File: src/i2cPkg.sv
// ~~~~~~~~~~~~~~~~~~~~~~~~~~~~~~~~~~~~~~~~~~~~~~~~~~~~~~~~~~~~~~~~~~~~~~~~~~
// Shared sizes, ACK hold time, byte union and the bus/handoff structs
// ~~~~~~~~~~~~~~~~~~~~~~~~~~~~~~~~~~~~~~~~~~~~~~~~~~~~~~~~~~~~~~~~~~~~~~~~~~
`default_nettype none

package i2cPkg;

	// Register bank geometry
	localparam int lpRegNum   = 16;				// Bank depth
	localparam int lpRegAw    = 4;				// Pointer / read address width

	// SDA drive timing
	localparam int lpSdaHold  = 4;				// Clocks from SCL fall to SDA OE change
	localparam int lpHoldW    = $clog2(lpSdaHold + 1);	// Hold counter width

	localparam int lpByteBits = 8;				// Data bits before the ACK clock

	// Address view of a received byte
	typedef struct packed
	{
		logic [6:0] adrs;						// 7-bit slave address
		logic       rd;							// R/W bit, 1 = read
	} i2cAdrS;

	// One byte off the bus, raw or as address + R/W
	typedef union packed
	{
		logic [7:0] raw;
		i2cAdrS     adr;
	} i2cByteU;

	// Byte handed to the register writer
	typedef struct packed
	{
		logic       first;						// Pointer byte of the transfer
		logic [7:0] data;
	} byteXferS;

	// Synchronized bus view
	typedef struct packed
	{
		logic sclRise;							// Single-cycle strobe
		logic sclFall;							// Single-cycle strobe
		logic sda;								// Synced SDA level
		logic busActive;						// Between start and stop
	} busEventS;

endpackage

`default_nettype wire
File: src/i2cSlaveTop.sv
// ~~~~~~~~~~~~~~~~~~~~~~~~~~~~~~~~~~~~~~~~~~~~~~~~~~~~~~~~~~~~~~~~~~~~~~~~~~
// Write-only I2C slave top with bus sensing, slave interface, register bank
// ~~~~~~~~~~~~~~~~~~~~~~~~~~~~~~~~~~~~~~~~~~~~~~~~~~~~~~~~~~~~~~~~~~~~~~~~~~
`default_nettype none

module i2cSlaveTop import i2cPkg::*;
(
	input  logic               iCLK,
	input  logic               iRST,
	input  logic               iScl,
	input  logic               iSda,
	output logic               oSdaOe,		// High pulls SDA low
	input  logic [6:0]         iSlaveAdrs,
	input  logic [lpRegAw-1:0] iRdAdrs,
	output logic [7:0]         oRdData
);

busEventS busEvent;			// Synced strobes and bus state
logic     xferReq;
logic     xferAck;
byteXferS xfer;				// Decoded byte to the bank

i2cBusSense uBusSense
(
	.iCLK     (iCLK),
	.iRST     (iRST),
	.iScl     (iScl),
	.iSda     (iSda),
	.busEvent (busEvent)
);

i2cSlaveIf uSlaveIf
(
	.iCLK       (iCLK),
	.iRST       (iRST),
	.busEvent   (busEvent),
	.iSlaveAdrs (iSlaveAdrs),
	.oSdaOe     (oSdaOe),
	.xferReq    (xferReq),
	.xfer       (xfer),
	.xferAck    (xferAck)
);

i2cRegWriter uRegWriter
(
	.iCLK    (iCLK),
	.iRST    (iRST),
	.xferReq (xferReq),
	.xfer    (xfer),
	.xferAck (xferAck),
	.iRdAdrs (iRdAdrs),
	.oRdData (oRdData)
);

endmodule

`default_nettype wire

File: src/i2cRegWriter.sv
// ~~~~~~~~~~~~~~~~~~~~~~~~~~~~~~~~~~~~~~~~~~~~~~~~~~~~~~~~~~~~~~~~~~~~~~~~~~
// Byte ack side, register pointer, register bank and registered read port
// ~~~~~~~~~~~~~~~~~~~~~~~~~~~~~~~~~~~~~~~~~~~~~~~~~~~~~~~~~~~~~~~~~~~~~~~~~~
`default_nettype none

module i2cRegWriter import i2cPkg::*;
(
	input  logic               iCLK,
	input  logic               iRST,
	input  logic               xferReq,
	input  byteXferS           xfer,
	output logic               xferAck,
	input  logic [lpRegAw-1:0] iRdAdrs,
	output logic [7:0]         oRdData
);

logic               rAck;
logic               qAccept;			// New req seen with ack low
logic [lpRegAw-1:0] rPtr;
logic [7:0]         rBank [lpRegNum];
logic [7:0]         rRdData;

assign qAccept = xferReq & ~rAck;

always_ff @(posedge iCLK)
begin
	if (iRST)
	begin
		rAck <= 1'b0;
		rPtr <= '0;
		for (int i = 0; i < lpRegNum; i++)
			rBank[i] <= 8'h00;			// Bank starts cleared
	end
	else
	begin
		// Four-phase ack side
		if (qAccept)			rAck <= 1'b1;
		else if (!xferReq)		rAck <= 1'b0;

		if (qAccept)
		begin
			if (xfer.first)
				rPtr <= xfer.data[lpRegAw-1:0];		// Pointer byte, low bits only
			else
			begin
				rBank[rPtr] <= xfer.data;
				// Auto-increment, wrap at bank end
				if (rPtr == lpRegAw'(lpRegNum - 1))
					rPtr <= '0;
				else
					rPtr <= rPtr + 1'b1;
			end
		end
	end
end

// Read port, one clock latency
always_ff @(posedge iCLK)
begin
	rRdData <= rBank[iRdAdrs];
end

assign xferAck = rAck;
assign oRdData = rRdData;

endmodule

`default_nettype wire

File: src/i2cSlaveIf.sv
// ~~~~~~~~~~~~~~~~~~~~~~~~~~~~~~~~~~~~~~~~~~~~~~~~~~~~~~~~~~~~~~~~~~~~~~~~~~
// Bit counter, byte shifter, address match, delayed ACK drive, byte req side
// ~~~~~~~~~~~~~~~~~~~~~~~~~~~~~~~~~~~~~~~~~~~~~~~~~~~~~~~~~~~~~~~~~~~~~~~~~~
`default_nettype none

module i2cSlaveIf import i2cPkg::*;
(
	input  logic       iCLK,
	input  logic       iRST,
	input  busEventS   busEvent,
	input  logic [6:0] iSlaveAdrs,
	output logic       oSdaOe,
	output logic       xferReq,
	output byteXferS   xfer,
	input  logic       xferAck
);

logic [3:0]         rBitCnt;		// Counts 0..8 with 8 as the ACK clock
i2cByteU            rShift;
i2cByteU            qByte;			// Byte including the current bit
logic               qByteDone;		// 8th rising strobe
logic               qDataDone;
logic               rAdrPhase;		// Next byte is the address byte
logic               rAddressed;
logic               rPtrNext;		// Next data byte is the pointer
logic               rAckArm;
logic [lpHoldW-1:0] rHoldCnt;
logic               rHoldRun;
logic               qHoldStart;
logic               rSdaOe;
logic               rReq;
byteXferS           rXfer;

always_comb
begin
	qByte.raw  = {rShift.raw[6:0], busEvent.sda};		// MSB first
	qByteDone  = busEvent.busActive & busEvent.sclRise
		& (rBitCnt == 4'(lpByteBits - 1));
	qDataDone  = qByteDone & rAddressed;
	// SCL fall after an armed 8th bit or at the end of the ACK clock
	qHoldStart = busEvent.busActive & busEvent.sclFall
		& ((rAckArm & (rBitCnt == 4'(lpByteBits))) | rSdaOe);
end

// Shift register and handoff data
always_ff @(posedge iCLK)
begin
	if (busEvent.sclRise && rBitCnt != 4'(lpByteBits))
		rShift <= qByte;
	if (qDataDone)
	begin
		rXfer.first <= rPtrNext;
		rXfer.data  <= qByte.raw;
	end
end

always_ff @(posedge iCLK)
begin
	if (iRST || !busEvent.busActive)		// Stop or reset drops the transfer
	begin
		rBitCnt    <= 4'd0;
		rAdrPhase  <= 1'b1;
		rAddressed <= 1'b0;
		rPtrNext   <= 1'b0;
		rAckArm    <= 1'b0;
		rHoldCnt   <= '0;
		rHoldRun   <= 1'b0;
		rSdaOe     <= 1'b0;
	end
	else
	begin
		if (busEvent.sclRise)
			rBitCnt <= (rBitCnt == 4'(lpByteBits)) ? 4'd0 : rBitCnt + 4'd1;

		if (qByteDone)
		begin
			rAckArm <= 1'b0;
			if (rAdrPhase)
			begin
				rAdrPhase <= 1'b0;
				// Write to our address only
				if (qByte.adr.adrs == iSlaveAdrs && !qByte.adr.rd)
				begin
					rAddressed <= 1'b1;
					rPtrNext   <= 1'b1;
					rAckArm    <= 1'b1;
				end
			end
			else if (rAddressed)
			begin
				rPtrNext <= 1'b0;
				rAckArm  <= 1'b1;			// Every data byte is ACKed
			end
		end
		else if (qHoldStart)
			rAckArm <= 1'b0;

		// SDA hold delay after SCL fall
		if (qHoldStart)
		begin
			rHoldRun <= 1'b1;
			rHoldCnt <= lpHoldW'(1);
		end
		else if (rHoldRun)
		begin
			if (rHoldCnt == lpHoldW'(lpSdaHold - 1))
			begin
				rSdaOe   <= ~rSdaOe;		// Assert or release ACK
				rHoldRun <= 1'b0;
			end
			else
				rHoldCnt <= rHoldCnt + 1'b1;
		end
	end
end

// Byte handoff runs to completion across a stop
always_ff @(posedge iCLK)
begin
	if (iRST)				rReq <= 1'b0;
	else if (qDataDone)		rReq <= 1'b1;
	else if (xferAck)		rReq <= 1'b0;
end

assign oSdaOe  = rSdaOe;
assign xferReq = rReq;
assign xfer    = rXfer;

// Writer must have finished the last byte before the next one completes
aReqFree: assert property (@(posedge iCLK) disable iff (iRST)
	qDataDone |-> !rReq);

// Req rises only after the previous ack has dropped
aReqOrder: assert property (@(posedge iCLK) disable iff (iRST)
	$rose(rReq) |-> !xferAck);

// No SDA drive while the bus is idle
aOeIdle: assert property (@(posedge iCLK) disable iff (iRST)
	!busEvent.busActive |-> !rSdaOe);

endmodule

`default_nettype wire

File: src/i2cBusSense.sv
// ~~~~~~~~~~~~~~~~~~~~~~~~~~~~~~~~~~~~~~~~~~~~~~~~~~~~~~~~~~~~~~~~~~~~~~~~~~
// SCL/SDA synchronizers, SCL edge strobes, start/stop detection, bus state
// ~~~~~~~~~~~~~~~~~~~~~~~~~~~~~~~~~~~~~~~~~~~~~~~~~~~~~~~~~~~~~~~~~~~~~~~~~~
`default_nettype none

module i2cBusSense import i2cPkg::*;
(
	input  logic     iCLK,
	input  logic     iRST,
	input  logic     iScl,
	input  logic     iSda,
	output busEventS busEvent
);

logic [1:0] rSclSync, rSdaSync;		// Two-flop synchronizers
logic       rSclPrev, rSdaPrev;		// One-deep history per line
logic       qSclS, qSdaS;
logic       qStart, qStop;
busEventS   rEvent;

always_comb
begin
	qSclS  = rSclSync[1];
	qSdaS  = rSdaSync[1];
	// SDA edge while SCL stays high
	qStart = qSclS & rSclPrev &  rSdaPrev & ~qSdaS;	// SDA H -> L
	qStop  = qSclS & rSclPrev & ~rSdaPrev &  qSdaS;	// SDA L -> H
end

always_ff @(posedge iCLK)
begin
	if (iRST)
	begin
		rSclSync         <= 2'b11;		// Idle bus reads high
		rSdaSync         <= 2'b11;
		rSclPrev         <= 1'b1;
		rSdaPrev         <= 1'b1;
		rEvent.sclRise   <= 1'b0;
		rEvent.sclFall   <= 1'b0;
		rEvent.sda       <= 1'b1;
		rEvent.busActive <= 1'b0;
	end
	else
	begin
		rSclSync <= {rSclSync[0], iScl};
		rSdaSync <= {rSdaSync[0], iSda};
		rSclPrev <= qSclS;
		rSdaPrev <= qSdaS;

		// Edge register, third stage after the pins
		rEvent.sclRise <= qSclS & ~rSclPrev;
		rEvent.sclFall <= ~qSclS & rSclPrev;
		rEvent.sda     <= qSdaS;

		if (qStart)			rEvent.busActive <= 1'b1;	// Idle -> active
		else if (qStop)		rEvent.busActive <= 1'b0;	// Active -> idle
	end
end

assign busEvent = rEvent;

// Rise and fall strobes come from one line and must be exclusive
aSclStrobeExcl: assert property (@(posedge iCLK) disable iff (iRST)
	!(busEvent.sclRise && busEvent.sclFall));

endmodule

`default_nettype wire

File: config.mk
export PLATFORM = sky130hd
export DESIGN_NAME = i2cSlaveTop
export DESIGN_NICKNAME = d
export VERILOG_FILES = /design/src/i2cPkg.sv /design/src/i2cSlaveTop.sv /design/src/i2cRegWriter.sv /design/src/i2cSlaveIf.sv /design/src/i2cBusSense.sv
export SDC_FILE = /design/constraint.sdc
export NUM_CORES = 1
export LEC_CHECK = 0
export CAP_MARGIN = 30
export CORE_ASPECT_RATIO = 1.1
export CORE_UTILIZATION = 45
export DETAILED_ROUTE_END_ITERATION = 10
export DONT_BUFFER_PORTS = 1
export SLEW_MARGIN = 20
export SYNTH_ARGS = -nofsm -noshare
export SYNTH_HDL_FRONTEND = slang
export SYNTH_SLANG_ARGS = --single-unit
File: constraint.sdc
create_clock -name iCLK -period 2.1 [get_ports iCLK]
set_input_delay 0.42 -clock iCLK [delete_from_list [all_inputs] [get_ports iCLK]]
set_output_delay 0.42 -clock iCLK [all_outputs]
set_load 0.02 [all_outputs]
Yosys cells after proc, flatten, opt, wreduce, memory -nomap -nowiden
Memory sizes are Yosys's and may differ from the RTL's. A register that Yosys moved wholly into a read port is not among the register bits.
Index checks and enable logic that the tools add are counted.
{"block": "op_classes", "n_addsub": 3, "eq_ne": 9, "muxes": 32, "bitwise": 23, "n_reduce_logical": 17}
{"cell": "two-way mux 1 bit", "n": 27}
{"cell": "two-way mux 4 bit", "n": 4}
{"cell": "bitwise AND 1 bit", "n": 14}
{"cell": "nonzero test 2 bit", "n": 5}
{"cell": "AND reduction 3 bit", "n": 3}
{"cell": "adder 4 x 1 -> 4 bit, second input constant", "n": 2}
{"cell": "equality test 4 bit, second input constant", "n": 2}
{"cell": "two-way mux 8 bit", "n": 1}
{"cell": "NOT 1 bit", "n": 8}
{"cell": "OR reduction 8 bit", "n": 1}
{"cell": "equality test 7 bit", "n": 1}
{"cell": "equality test 4 x 3 -> 1 bit, second input constant", "n": 1}
{"cell": "inequality test 2 x 1 -> 1 bit, second input constant", "n": 2}
{"cell": "inequality test 4 bit, second input constant", "n": 1}
{"cell": "AND reduction 2 bit", "n": 2}
{"cell": "adder 3 x 1 -> 3 bit, second input constant", "n": 1}
{"cell": "equality test 3 x 2 -> 1 bit, second input constant", "n": 1}
{"cell": "logical AND 1 bit", "n": 2}
{"cell": "logical NOT 1 bit", "n": 2}
{"cell": "inequality test 2 bit, second input constant", "n": 1}
{"cell": "OR reduction 2 bit", "n": 1}
{"cell": "logical OR 1 bit", "n": 1}
{"cell": "bitwise OR 1 bit", "n": 1}
{"block": "word_totals", "reg_bits": 44, "ramBits": 128, "input_bits": 15, "output_inout_bits": 9, "elab_cells": 107, "n_memories": 1}
{"memory": "uRegWriter.rBank", "words": 16, "width": 8, "read_ports": 1, "rd_clocked_by_memory_dff": 1, "wr": 16, "line": "i2cRegWriter.sv:20", "rtl": "logic [7:0] rBank [lpRegNum];"}

Depth between registers and ports, before layout
Gate-level depths: netlist of run 1.
{"block": "depth", "depth_word": 7, "ltp_mapped": 6, "ltp_nobuf": 6}

Modules after synthesis
A second synthesis of run 1 with hierarchy kept.
{"block": "unflattened", "cells_unflattened": 576, "area_unflattened_um2": 7727.4}
{"module": "i2cRegWriter", "n_inst": 1, "cells_per_inst": 449, "area_each_um2": 6234.7, "seq_area_each_um2": 4103.9}
{"module": "i2cSlaveIf", "n_inst": 1, "cells_per_inst": 103, "area_each_um2": 1226.2, "seq_area_each_um2": 760.7}
{"module": "i2cBusSense", "n_inst": 1, "cells_per_inst": 24, "area_each_um2": 266.5, "seq_area_each_um2": 180.2}

Worst setup path after synthesis of run 1
Ideal clock, no wire load.
{"block": "synth_path", "path_type": "register -> register", "startpoint": "reg uSlaveIf.rXfer, in the netlist uSlaveIf.xfer[8]", "endpoint": "mem uRegWriter.rBank[7][0], enable pin", "arrival_time_ns": 1.448, "required_time_ns": 1.791, "path_slack_ns": 0.343, "path_stages_with_launch": 6, "n_path_buf": 1, "period_less_slack_ns": 1.757, "cell_sequence": "edfxtp_1 buf_2 nor4b_4 nand2_1 nor2_1 or2_2"}
{"item": "start: declaration", "line": "i2cSlaveIf.sv:32", "rtl": "byteXferS rXfer;"}
{"item": "end: declaration", "line": "i2cRegWriter.sv:20"}

==> results.md, run 1 <==
* Status: finished clean
* Sequential Area at 0.00504 mm^2
* # hold bufs at CTS at 0
* Pre-CTS setup slack at 294 ps
* Final WS setup at 291 ps
* Crit path kind: reg -> reg
* Area growth from synthesis to layout at 12.3%
* Syn. warnings at 0
* Grt total ovfl at 0
* Total I/O pin count at 24
* First-pass GRT wire length at 25.5 mm
* Post-synth EDFFs at 144
* Clock Skew at 6.02 ps
* Filler Cell Count at 1440
* CTS tree: built
* Switching portion of total power at 19.2%
* Vias/cell at 5.28
* WL per Instance at 20.4 um
* Core area at 0.0170 mm^2
* Max cap viols at 0
* Cell Count, Final, Fillers Out at 809
* Largest net degree at the start of global routing at 35
* Initial antenna violation count at 0
* Critical path fanouts, max at 8
* Initial Utilization at 45.9%
* Post-DP HPWL at 11.3 mm
* Slew HR at 45.7%
* CTS resizes at 0
* Main synth FF type: edfxtp_1
* Gate power share at 3.0%
* Sw power at 1.47 mW
* Part of the power in registers at 52.7%
* Root buf cell: clkbuf_16
* Antenna violation net count after detailed routing at 0
* Final slew viol count at 0
* Layout cells sized above 1 at 19.0%
* DRT iter0 DRCs at 302
* Row Count at 50
* PnR Total Power at 7.65 mW
* Postcts setup bufs at 0
* Slew @ Worst Pin at 815 ps
* Final Critical Period at 1810 ps
* Area of the multi-input gates at 0.00260 mm^2
* Syn Inst Count at 550
* Count of cell types in the netlist at 42
* Vias in the first global route at 4458
* Cts bufs inserted at 17
* Vias post-DR at 4268
* Power Dens Cells at 871 mW/mm^2
* Die Area at 0.0179 mm^2
* Drt pass-1 iters at 4
* Worst-Skew Late Latency at 420 ps
* ANT cells at 0
* Seq/Total Area, Yosys at 64.5%
* Int Power at 6.18 mW
* Final wirelength at 16.5 mm
* H-tree levels at 4
* Async S/R FF share, synth at 0%
* IO Port Bufs at 0
* Worst Path Arrival at 1920 ps
* Hold Violations, Final at 0
* Final setup vio count at 0
* Mapped Area at 0.00782 mm^2
* Worst endpoint required time at 2210 ps
* Die Span X at 128 um
* Hold crit path type: in -> reg
* Final #Nets at 585
* Startpoint Class: flop
* Clk pwr share at 44.2%
* Clock sink count at 180
* Clock Pin Slew Worst Setup and Hold Paths at 60 ps
* Setup TNS at 0 ps
* Fmax at 553 MHz
* Crit share post-route at 86.1%
* DRC at 0
* Avg Inst Size Synth at 14.2 um^2
* Placed insts at 777
* Gr usage total at 20.2%
* Number of synthesized register bits at 180
* GP Congestion at 0.781
* Chip Height at 140 um
* Clock buffer depth at 2
* Pleak at 3.19 nW
* VDD IR-drop max at 570 uV
* RSZ-0062 raised after global routing: false
* Crit. End Element: flop
* Syn_nets at 573
-- registers in the layout, summed over array words and instances, names as in the netlist, 3 cells and up --
register / cells
uSlaveIf.rHoldCnt: 3
uSlaveIf.rBitCnt: 4
uSlaveIf.xfer: 9
uBusSense.busEvent: 3
uRegWriter.rPtr: 4
uRegWriter.oRdData: 8
uSlaveIf.rShift: 7
uRegWriter.rBank: 128
-- cells by family after synthesis --
group	after synthesis	share of synthesized area (%)
DFF	180	64.5
buffers and inverters	41	2.16
and+or+nand+nor	230	17.4
adders and majority gates	8	1.28
xor gates and xnor gates	8	0.896
AOI/OAI and AO/OA	48	4.16
muxes	35	9.60
-- worst max-delay path: stages, from the launching register on --
cell,delay [ps]
edfxtp_1,420
nor4b_4,340
nand2_1,270
nor3_2,200
or2_2,260
-- layer usage --
metal	GRT usage (%)	wire [um]
met4	8.67	257
met5	0	0
met1	23.9	6680
met2	35.9	8810
met3	3.74	772
-- per-stage QoR --
stage                     area (um^2)  utilization [%]  hold slack, ps
after detailed placement         8140             47.9             396
final                            8780             51.6            66.8
after global routing             8780             51.6            45.3
after global placement           8140             47.9             399
after floorplan                  7820                -             389
after CTS                        8780             51.6            45.1
-- cells in the mapped netlist, types with 3 or more instances --
master	n	area, um^2
edfxtp_1	144	4320
dfxtp_1	36	721
nand2b_1	4	25.0
a22oi_1	17	128
a211oi_1	3	22.5
mux2i_1	3	30.0
clkbuf_1	15	56.3
o21ai_0	6	30.0
buf_2	5	25.0
and2_1	132	826
mux4_2	32	721
a21oi_1	11	55.1
nor3_2	4	40.0
nor2_1	27	101
nand2_1	22	82.6
or2_2	22	138
xor2_1	7	61.3
buf_1	4	15.0
nand3_1	3	15.0
nor2b_1	6	37.5
inv_1	14	52.6
ha_1	8	100
-- area by class of cell --
| type | count | share of cell area, % |
|---|---|---|
| flip-flops and latches | 180 | 57.5 |
| multi-input cells | 329 | 29.6 |
| clock buffers | 17 | 4.85 |
| well taps | 234 | 3.33 |
| clock inverters | 15 | 2.41 |
| repair buffers | 20 | 1.71 |
| inverters | 14 | 0.599 |
-- cell usage in the layout, fill, tap and decap left out, drive strengths merged, types with 5 or more instances in the layout --
cell    Yosys  layout
o21ai       6       6
or2        22      22
and2      132     132
ha          8       8
bufinv      0       5
clkinv      0       8
edfxtp    144     144
nor2b       6       6
xor2        7       7
nor2       27      27
buf        11      20
clkbuf     16      17
inv        14      15
a21oi      11      11
mux4       32      32
nand2      22      22
a22oi      17      17
dfxtp      36      36
-- final timing paths --
path	from	to	slack (ps)	cells after the start
hold reg to reg	uBusSense.rSclSync[0]	uBusSense.rSclSync[1]	410	1
hold / removal	iRST	uRegWriter.xferAck	70	1
setup reg to reg	uSlaveIf.xfer[8]	uRegWriter.rBank[1][6]	290	4
setup / recovery	uSlaveIf.xfer[8]	uRegWriter.rBank[1][6]	290	4
-- power groups by stage --
| stage | Clock (mW) | Sequential (mW) | Combinational [mW] |
|---|---|---|---|
| after floorplan | 0 | 4.08 | 0.218 |
| after global placement | 0 | 4.11 | 0.224 |
| after detailed placement | 0 | 4.11 | 0.232 |
| after CTS | 3.44 | 4.04 | 0.233 |
| after global routing | 3.58 | 4.04 | 0.249 |
| final | 3.38 | 4.03 | 0.232 |
(Power assumes the default switching activity.)
==> run 2: changes to the inputs <==
- CELL_PAD_IN_SITES_DETAIL_PLACEMENT: not set -> 1
- CELL_PAD_IN_SITES_GLOBAL_PLACEMENT: not set -> 2
- CORE_UTILIZATION: 45 -> 42
- PLACE_DENSITY_LB_ADDON: not set -> 0.1
- clock period: 2.1 -> 1.6 ns (I/O delays scaled with it)
==> results.md, run 2 (synthesis results as in run 1) <==
* Status: complete, but fails checks
* Failing checks: negative setup slack
* Placed insts at 802
* Vias in the first global route at 4741
* Layout cells sized above 1 at 26.1%
* DRC at 0
* Clock sink count at 180
* Filler Cell Count at 1763
* Startpoint Class: flop
* Final #Nets at 611
* Fmax at 611 MHz
* Final setup vio count at 64
* Final Critical Period at 1640 ps
* Crit. End Element: flop
* Largest register FFs at 128
* Slew @ Worst Pin at 587 ps
* CTS tree: built
* Cts bufs inserted at 17
* Drt pass-1 iters at 4
* Hold Violations, Final at 0
* Hold_ws at 33.1 ps
* RSZ-0062 raised after global routing: true
* Die Span X at 132 um
* Critical path's largest stage delay at 430 ps
* Row Count at 51
* Max cap viols at 0
* First-pass GRT wire length at 28.9 mm
* Pleak at 3.33 nW
* Critical Path Slowest Stage Cell: edfxtp_1
* Antenna violation net count after detailed routing at 0
* Cell Count, Final, Fillers Out at 839
* Hold crit path type: in -> reg
* Initial Utilization at 43.6%
* Final instance area at 0.00919 mm^2
* Clock Pin Slew Worst Setup and Hold Paths at 70 ps
* Final slew viol count at 0
* Largest net degree at the start of global routing at 33
* ANT cells at 0
* Clock Skew at 10.4 ps
* Vias post-DR at 4420
* Critical path fanouts, max at 8
* Gr usage total at 20.9%
* Final WS setup at -35.4 ps
* IO Port Bufs at 0
* Core area at 0.0179 mm^2
* Worst endpoint required time at 1740 ps
* Chip Height at 145 um
* Crit share post-route at 102%
* Grt total ovfl at 0
* DRT iter0 DRCs at 332
* GP Congestion at 0.793
* Final wirelength at 18.7 mm
* Worst-Skew Late Latency at 430 ps
* Crit path kind: reg -> reg
* Delay-heaviest family, CP: simple AND/OR/NAND/NOR gates
* H-tree levels at 4
* Total I/O pin count at 24
* Placed Instance Area at 0.00844 mm^2
* Post-DP HPWL at 13.1 mm
* Clock buffer depth at 2
* Root buf cell: clkbuf_16
* WP buf/inv at 1
* Worst Path Arrival at 1770 ps
* Area growth from synthesis to layout at 17.6%
* Vias/cell at 5.27
* Die Area at 0.0192 mm^2
* Power Dens Cells at 1100 mW/mm^2
* Slew HR at 60.8%
* Most common cell after layout, fill and taps aside: edfxtp_1
* VDD IR-drop max at 726 uV
* PnR Total Power at 10.1 mW
* Commonest non-fill, non-tap cells in the layout: edfxtp_1 (144), and2_1 (129), buf_4 (38)
* Initial antenna violation count at 0
* WL per Instance at 22.3 um
* Reg with most FFs: uRegWriter.rBank
* Cell Chain, Critical Path: nor4b_4 > buf_6 > nand2_8 > nor3_4 > or2_4
-- run 2: worst paths after layout --
kind | start | end | slack, ps | cells past startpoint
worst max-delay path | uSlaveIf.xfer[8] | uRegWriter.rBank[3][6] | -40 | 5
worst min-delay path | iRST | uRegWriter.rPtr[3] | 30 | 1
worst max register to register | uSlaveIf.xfer[8] | uRegWriter.rBank[3][6] | -40 | 5
worst min register to register | uBusSense.rSdaSync[0] | uBusSense.rSdaSync[1] | 410 | 1
-- run 2: per-stage QoR --
step	TNS [ps]	worst slack (ps)	util, %
after floorplan	-12720	-105	-
after global placement	-1450	-28.9	47.0
after detailed placement	-6050	-71.0	47.0
after CTS	-1700	-28.7	51.1
after global routing	-8600	-98.6	51.2
final	-720	-35.4	51.2
-- run 2: area by class of cell --
cell class / count / area [um^2] / area share [%]
flip-flops and latches: 180 / 5050 / 54.9
multi-input cells: 329 / 2780 / 30.2
clock buffers: 17 / 425 / 4.63
repair buffers: 46 / 388 / 4.22
well taps: 238 / 298 / 3.24
clock inverters: 15 / 200 / 2.18
inverters: 14 / 52.6 / 0.572
-- run 2: layer usage --
metal  track usage (%)  share of wire (%)
met5                 0                  0
met4              6.80                1.3
met3              3.21                3.9
met2              38.1                 55
met1              24.9                 40
-- run 2: what timing repair did --
action	in CTS	in global routing
pin swaps	8	8
setup buffers	1	0
hold buffers	4	0
resized for setup	10	10
endpoints found under the hold margin	12	0
endpoints found under the setup margin	183	212
-- run 2: worst reg2reg max path: cells and delay by family, from the launching register on --
kind,cells,cell delay [ps]
AND/OR/NAND/NOR,4,710
flip-flops,1,430
buffers and inverters,1,190
-- run 2: power breakdown --
part | internal, mW | switching [mW]
registers | 5.19 | 0.106
logic | 0.184 | 0.154
clock network | 2.62 | 1.81
==> run 3: changes to the inputs <==
- MAX_ROUTING_LAYER: not set -> met4
- RECOVER_POWER: not set -> 100
==> results.md, run 3 (synthesis results as in run 1) <==
* Final instance area at 0.00914 mm^2
* RSZ-0062 raised after global routing: true
* Antenna violation net count after detailed routing at 0
* WL per Instance at 22.4 um
* Final wirelength at 18.8 mm
* Layout cells sized above 1 at 25.3%
* Clock Pin Slew Worst Setup and Hold Paths at 70 ps
* Die Area at 0.0192 mm^2
* Row Count at 51
* Failing checks: negative setup slack
* Slew @ Worst Pin at 576 ps
* ANT cells at 0
* Crit share post-route at 101%
* First-pass GRT wire length at 28.9 mm
* Final setup vio count at 57
* Setup TNS at -352 ps
* Clock buffer depth at 2
* H-tree levels at 4
* Core area at 0.0179 mm^2
* Fmax at 619 MHz
* Area growth from synthesis to layout at 16.9%
* IO Port Bufs at 0
* Chip Height at 145 um
* Max cap viols at 0
* Power Dens Cells at 1100 mW/mm^2
* Initial antenna violation count at 0
* Total I/O pin count at 24
* Most common cell after layout, fill and taps aside: edfxtp_1
* Crit. End Element: flop
* Vias post-DR at 4442
* Grt total ovfl at 0
* Slew HR at 61.5%
* Initial Utilization at 43.6%
* CTS tree: built
* Vias in the first global route at 4747
* Cts bufs inserted at 17
* Filler Cell Count at 1767
* DRC at 0
* Startpoint Class: flop
* DRT iter0 DRCs at 335
* Pre-CTS setup slack at -71.0 ps
* Worst-Skew Late Latency at 430 ps
* Critical path fanouts, max at 8
* Die Span X at 132 um
* Status: complete, but fails checks
* Gr usage total at 21.5%
* Hold crit path type: in -> reg
* VDD IR-drop max at 728 uV
* Drt pass-1 iters at 4
* Clock Skew at 10.9 ps
* Root buf cell: clkbuf_16
* Final WS setup at -14.4 ps
* Final Critical Period at 1610 ps
* Worst endpoint required time at 1740 ps
* Largest register FFs at 128
* GP Congestion at 0.804
* Vias/cell at 5.29
* Placed Instance Area at 0.00844 mm^2
* Commonest non-fill, non-tap cells in the layout: edfxtp_1 (144), and2_1 (127), dfxtp_1 (34)
* Post-DP HPWL at 13.1 mm
* Final slew viol count at 0
* Worst Path Arrival at 1750 ps
* Final #Nets at 611
* Largest net degree at the start of global routing at 33
* Hold Violations, Final at 0
* Crit path kind: reg -> reg
* Pleak at 3.30 nW
* PnR Total Power at 10.1 mW
* Reg with most FFs: uRegWriter.rBank
* Clock sink count at 180
-- run 3: changes by cell type in the layout (fill, tap and decap cells not counted), moves of 2 or more --
cell	before	now
and2_1	129	127
buf_4	38	27
clkbuf_4	0	4
clkbuf_2	0	3
clkbuf_1	0	4
and2_0	0	2
buf_2	0	2
-- run 3: layout make-up --
type	count	area [um^2]	area share, %
clock buffers	17	425	4.66
clock inverters	15	200	2.19
inverters	14	52.6	0.575
multi-input cells	329	2770	30.3
flip-flops and latches	180	5050	55.2
well taps	238	298	3.26
repair buffers	46	344	3.77
-- run 3: final timing paths --
kind	cells after the start	endpoint	start	slack, ps
hold / removal	1	uRegWriter.rPtr[3]	iRST	30
hold reg to reg	1	uBusSense.rSdaSync[1]	uBusSense.rSdaSync[0]	410
setup / recovery	5	uRegWriter.rBank[1][7]	uSlaveIf.xfer[8]	-10
setup reg to reg	5	uRegWriter.rBank[1][7]	uSlaveIf.xfer[8]	-10
-- run 3: where the power goes --
part	internal [mW]	switching, mW	total (mW)
clock	2.62	1.81	4.43
combinational	0.183	0.154	0.337
sequential	5.19	0.106	5.30
total	8.00	2.07	10.1
-- run 3: through the flow --
step | hold slack (ps) | utilization (%) | std cells
after global placement | 398 | 47.0 | 802
after global routing | 8.91 | 51.0 | 839
final | 34.2 | 51.0 | 839
after detailed placement | 399 | 47.0 | 802
after floorplan | 389 | - | 550
after CTS | 15.3 | 51.1 | 839
-- run 3: metal layers --
metal | track usage, % | vias up | share of wire, %
met5 | - | - | 0
met4 | 6.80 | 0 | 1.3
met3 | 3.11 | 20 | 2.4
met2 | 38.2 | 70 | 55
met1 | 25.0 | 2292 | 42
li1 | - | 2060 | -
-- run 3: repair_timing --
item                                   in CTS  in global routing
hold buffers                                4                  0
resized for setup                          10                 10
pin swaps                                   8                  8
cloned                                      0                  0
endpoints found under the hold margin      12                  0
setup endpoints to repair                 183                212
setup buffers                               1                  0
-- run 3: worst max-delay path, cell delays in order, from the launching register on --
cell	delay, ps
edfxtp_1	430
nor4b_4	240
buf_6	190
nand2_4	120
nor3_4	140
or2_4	200
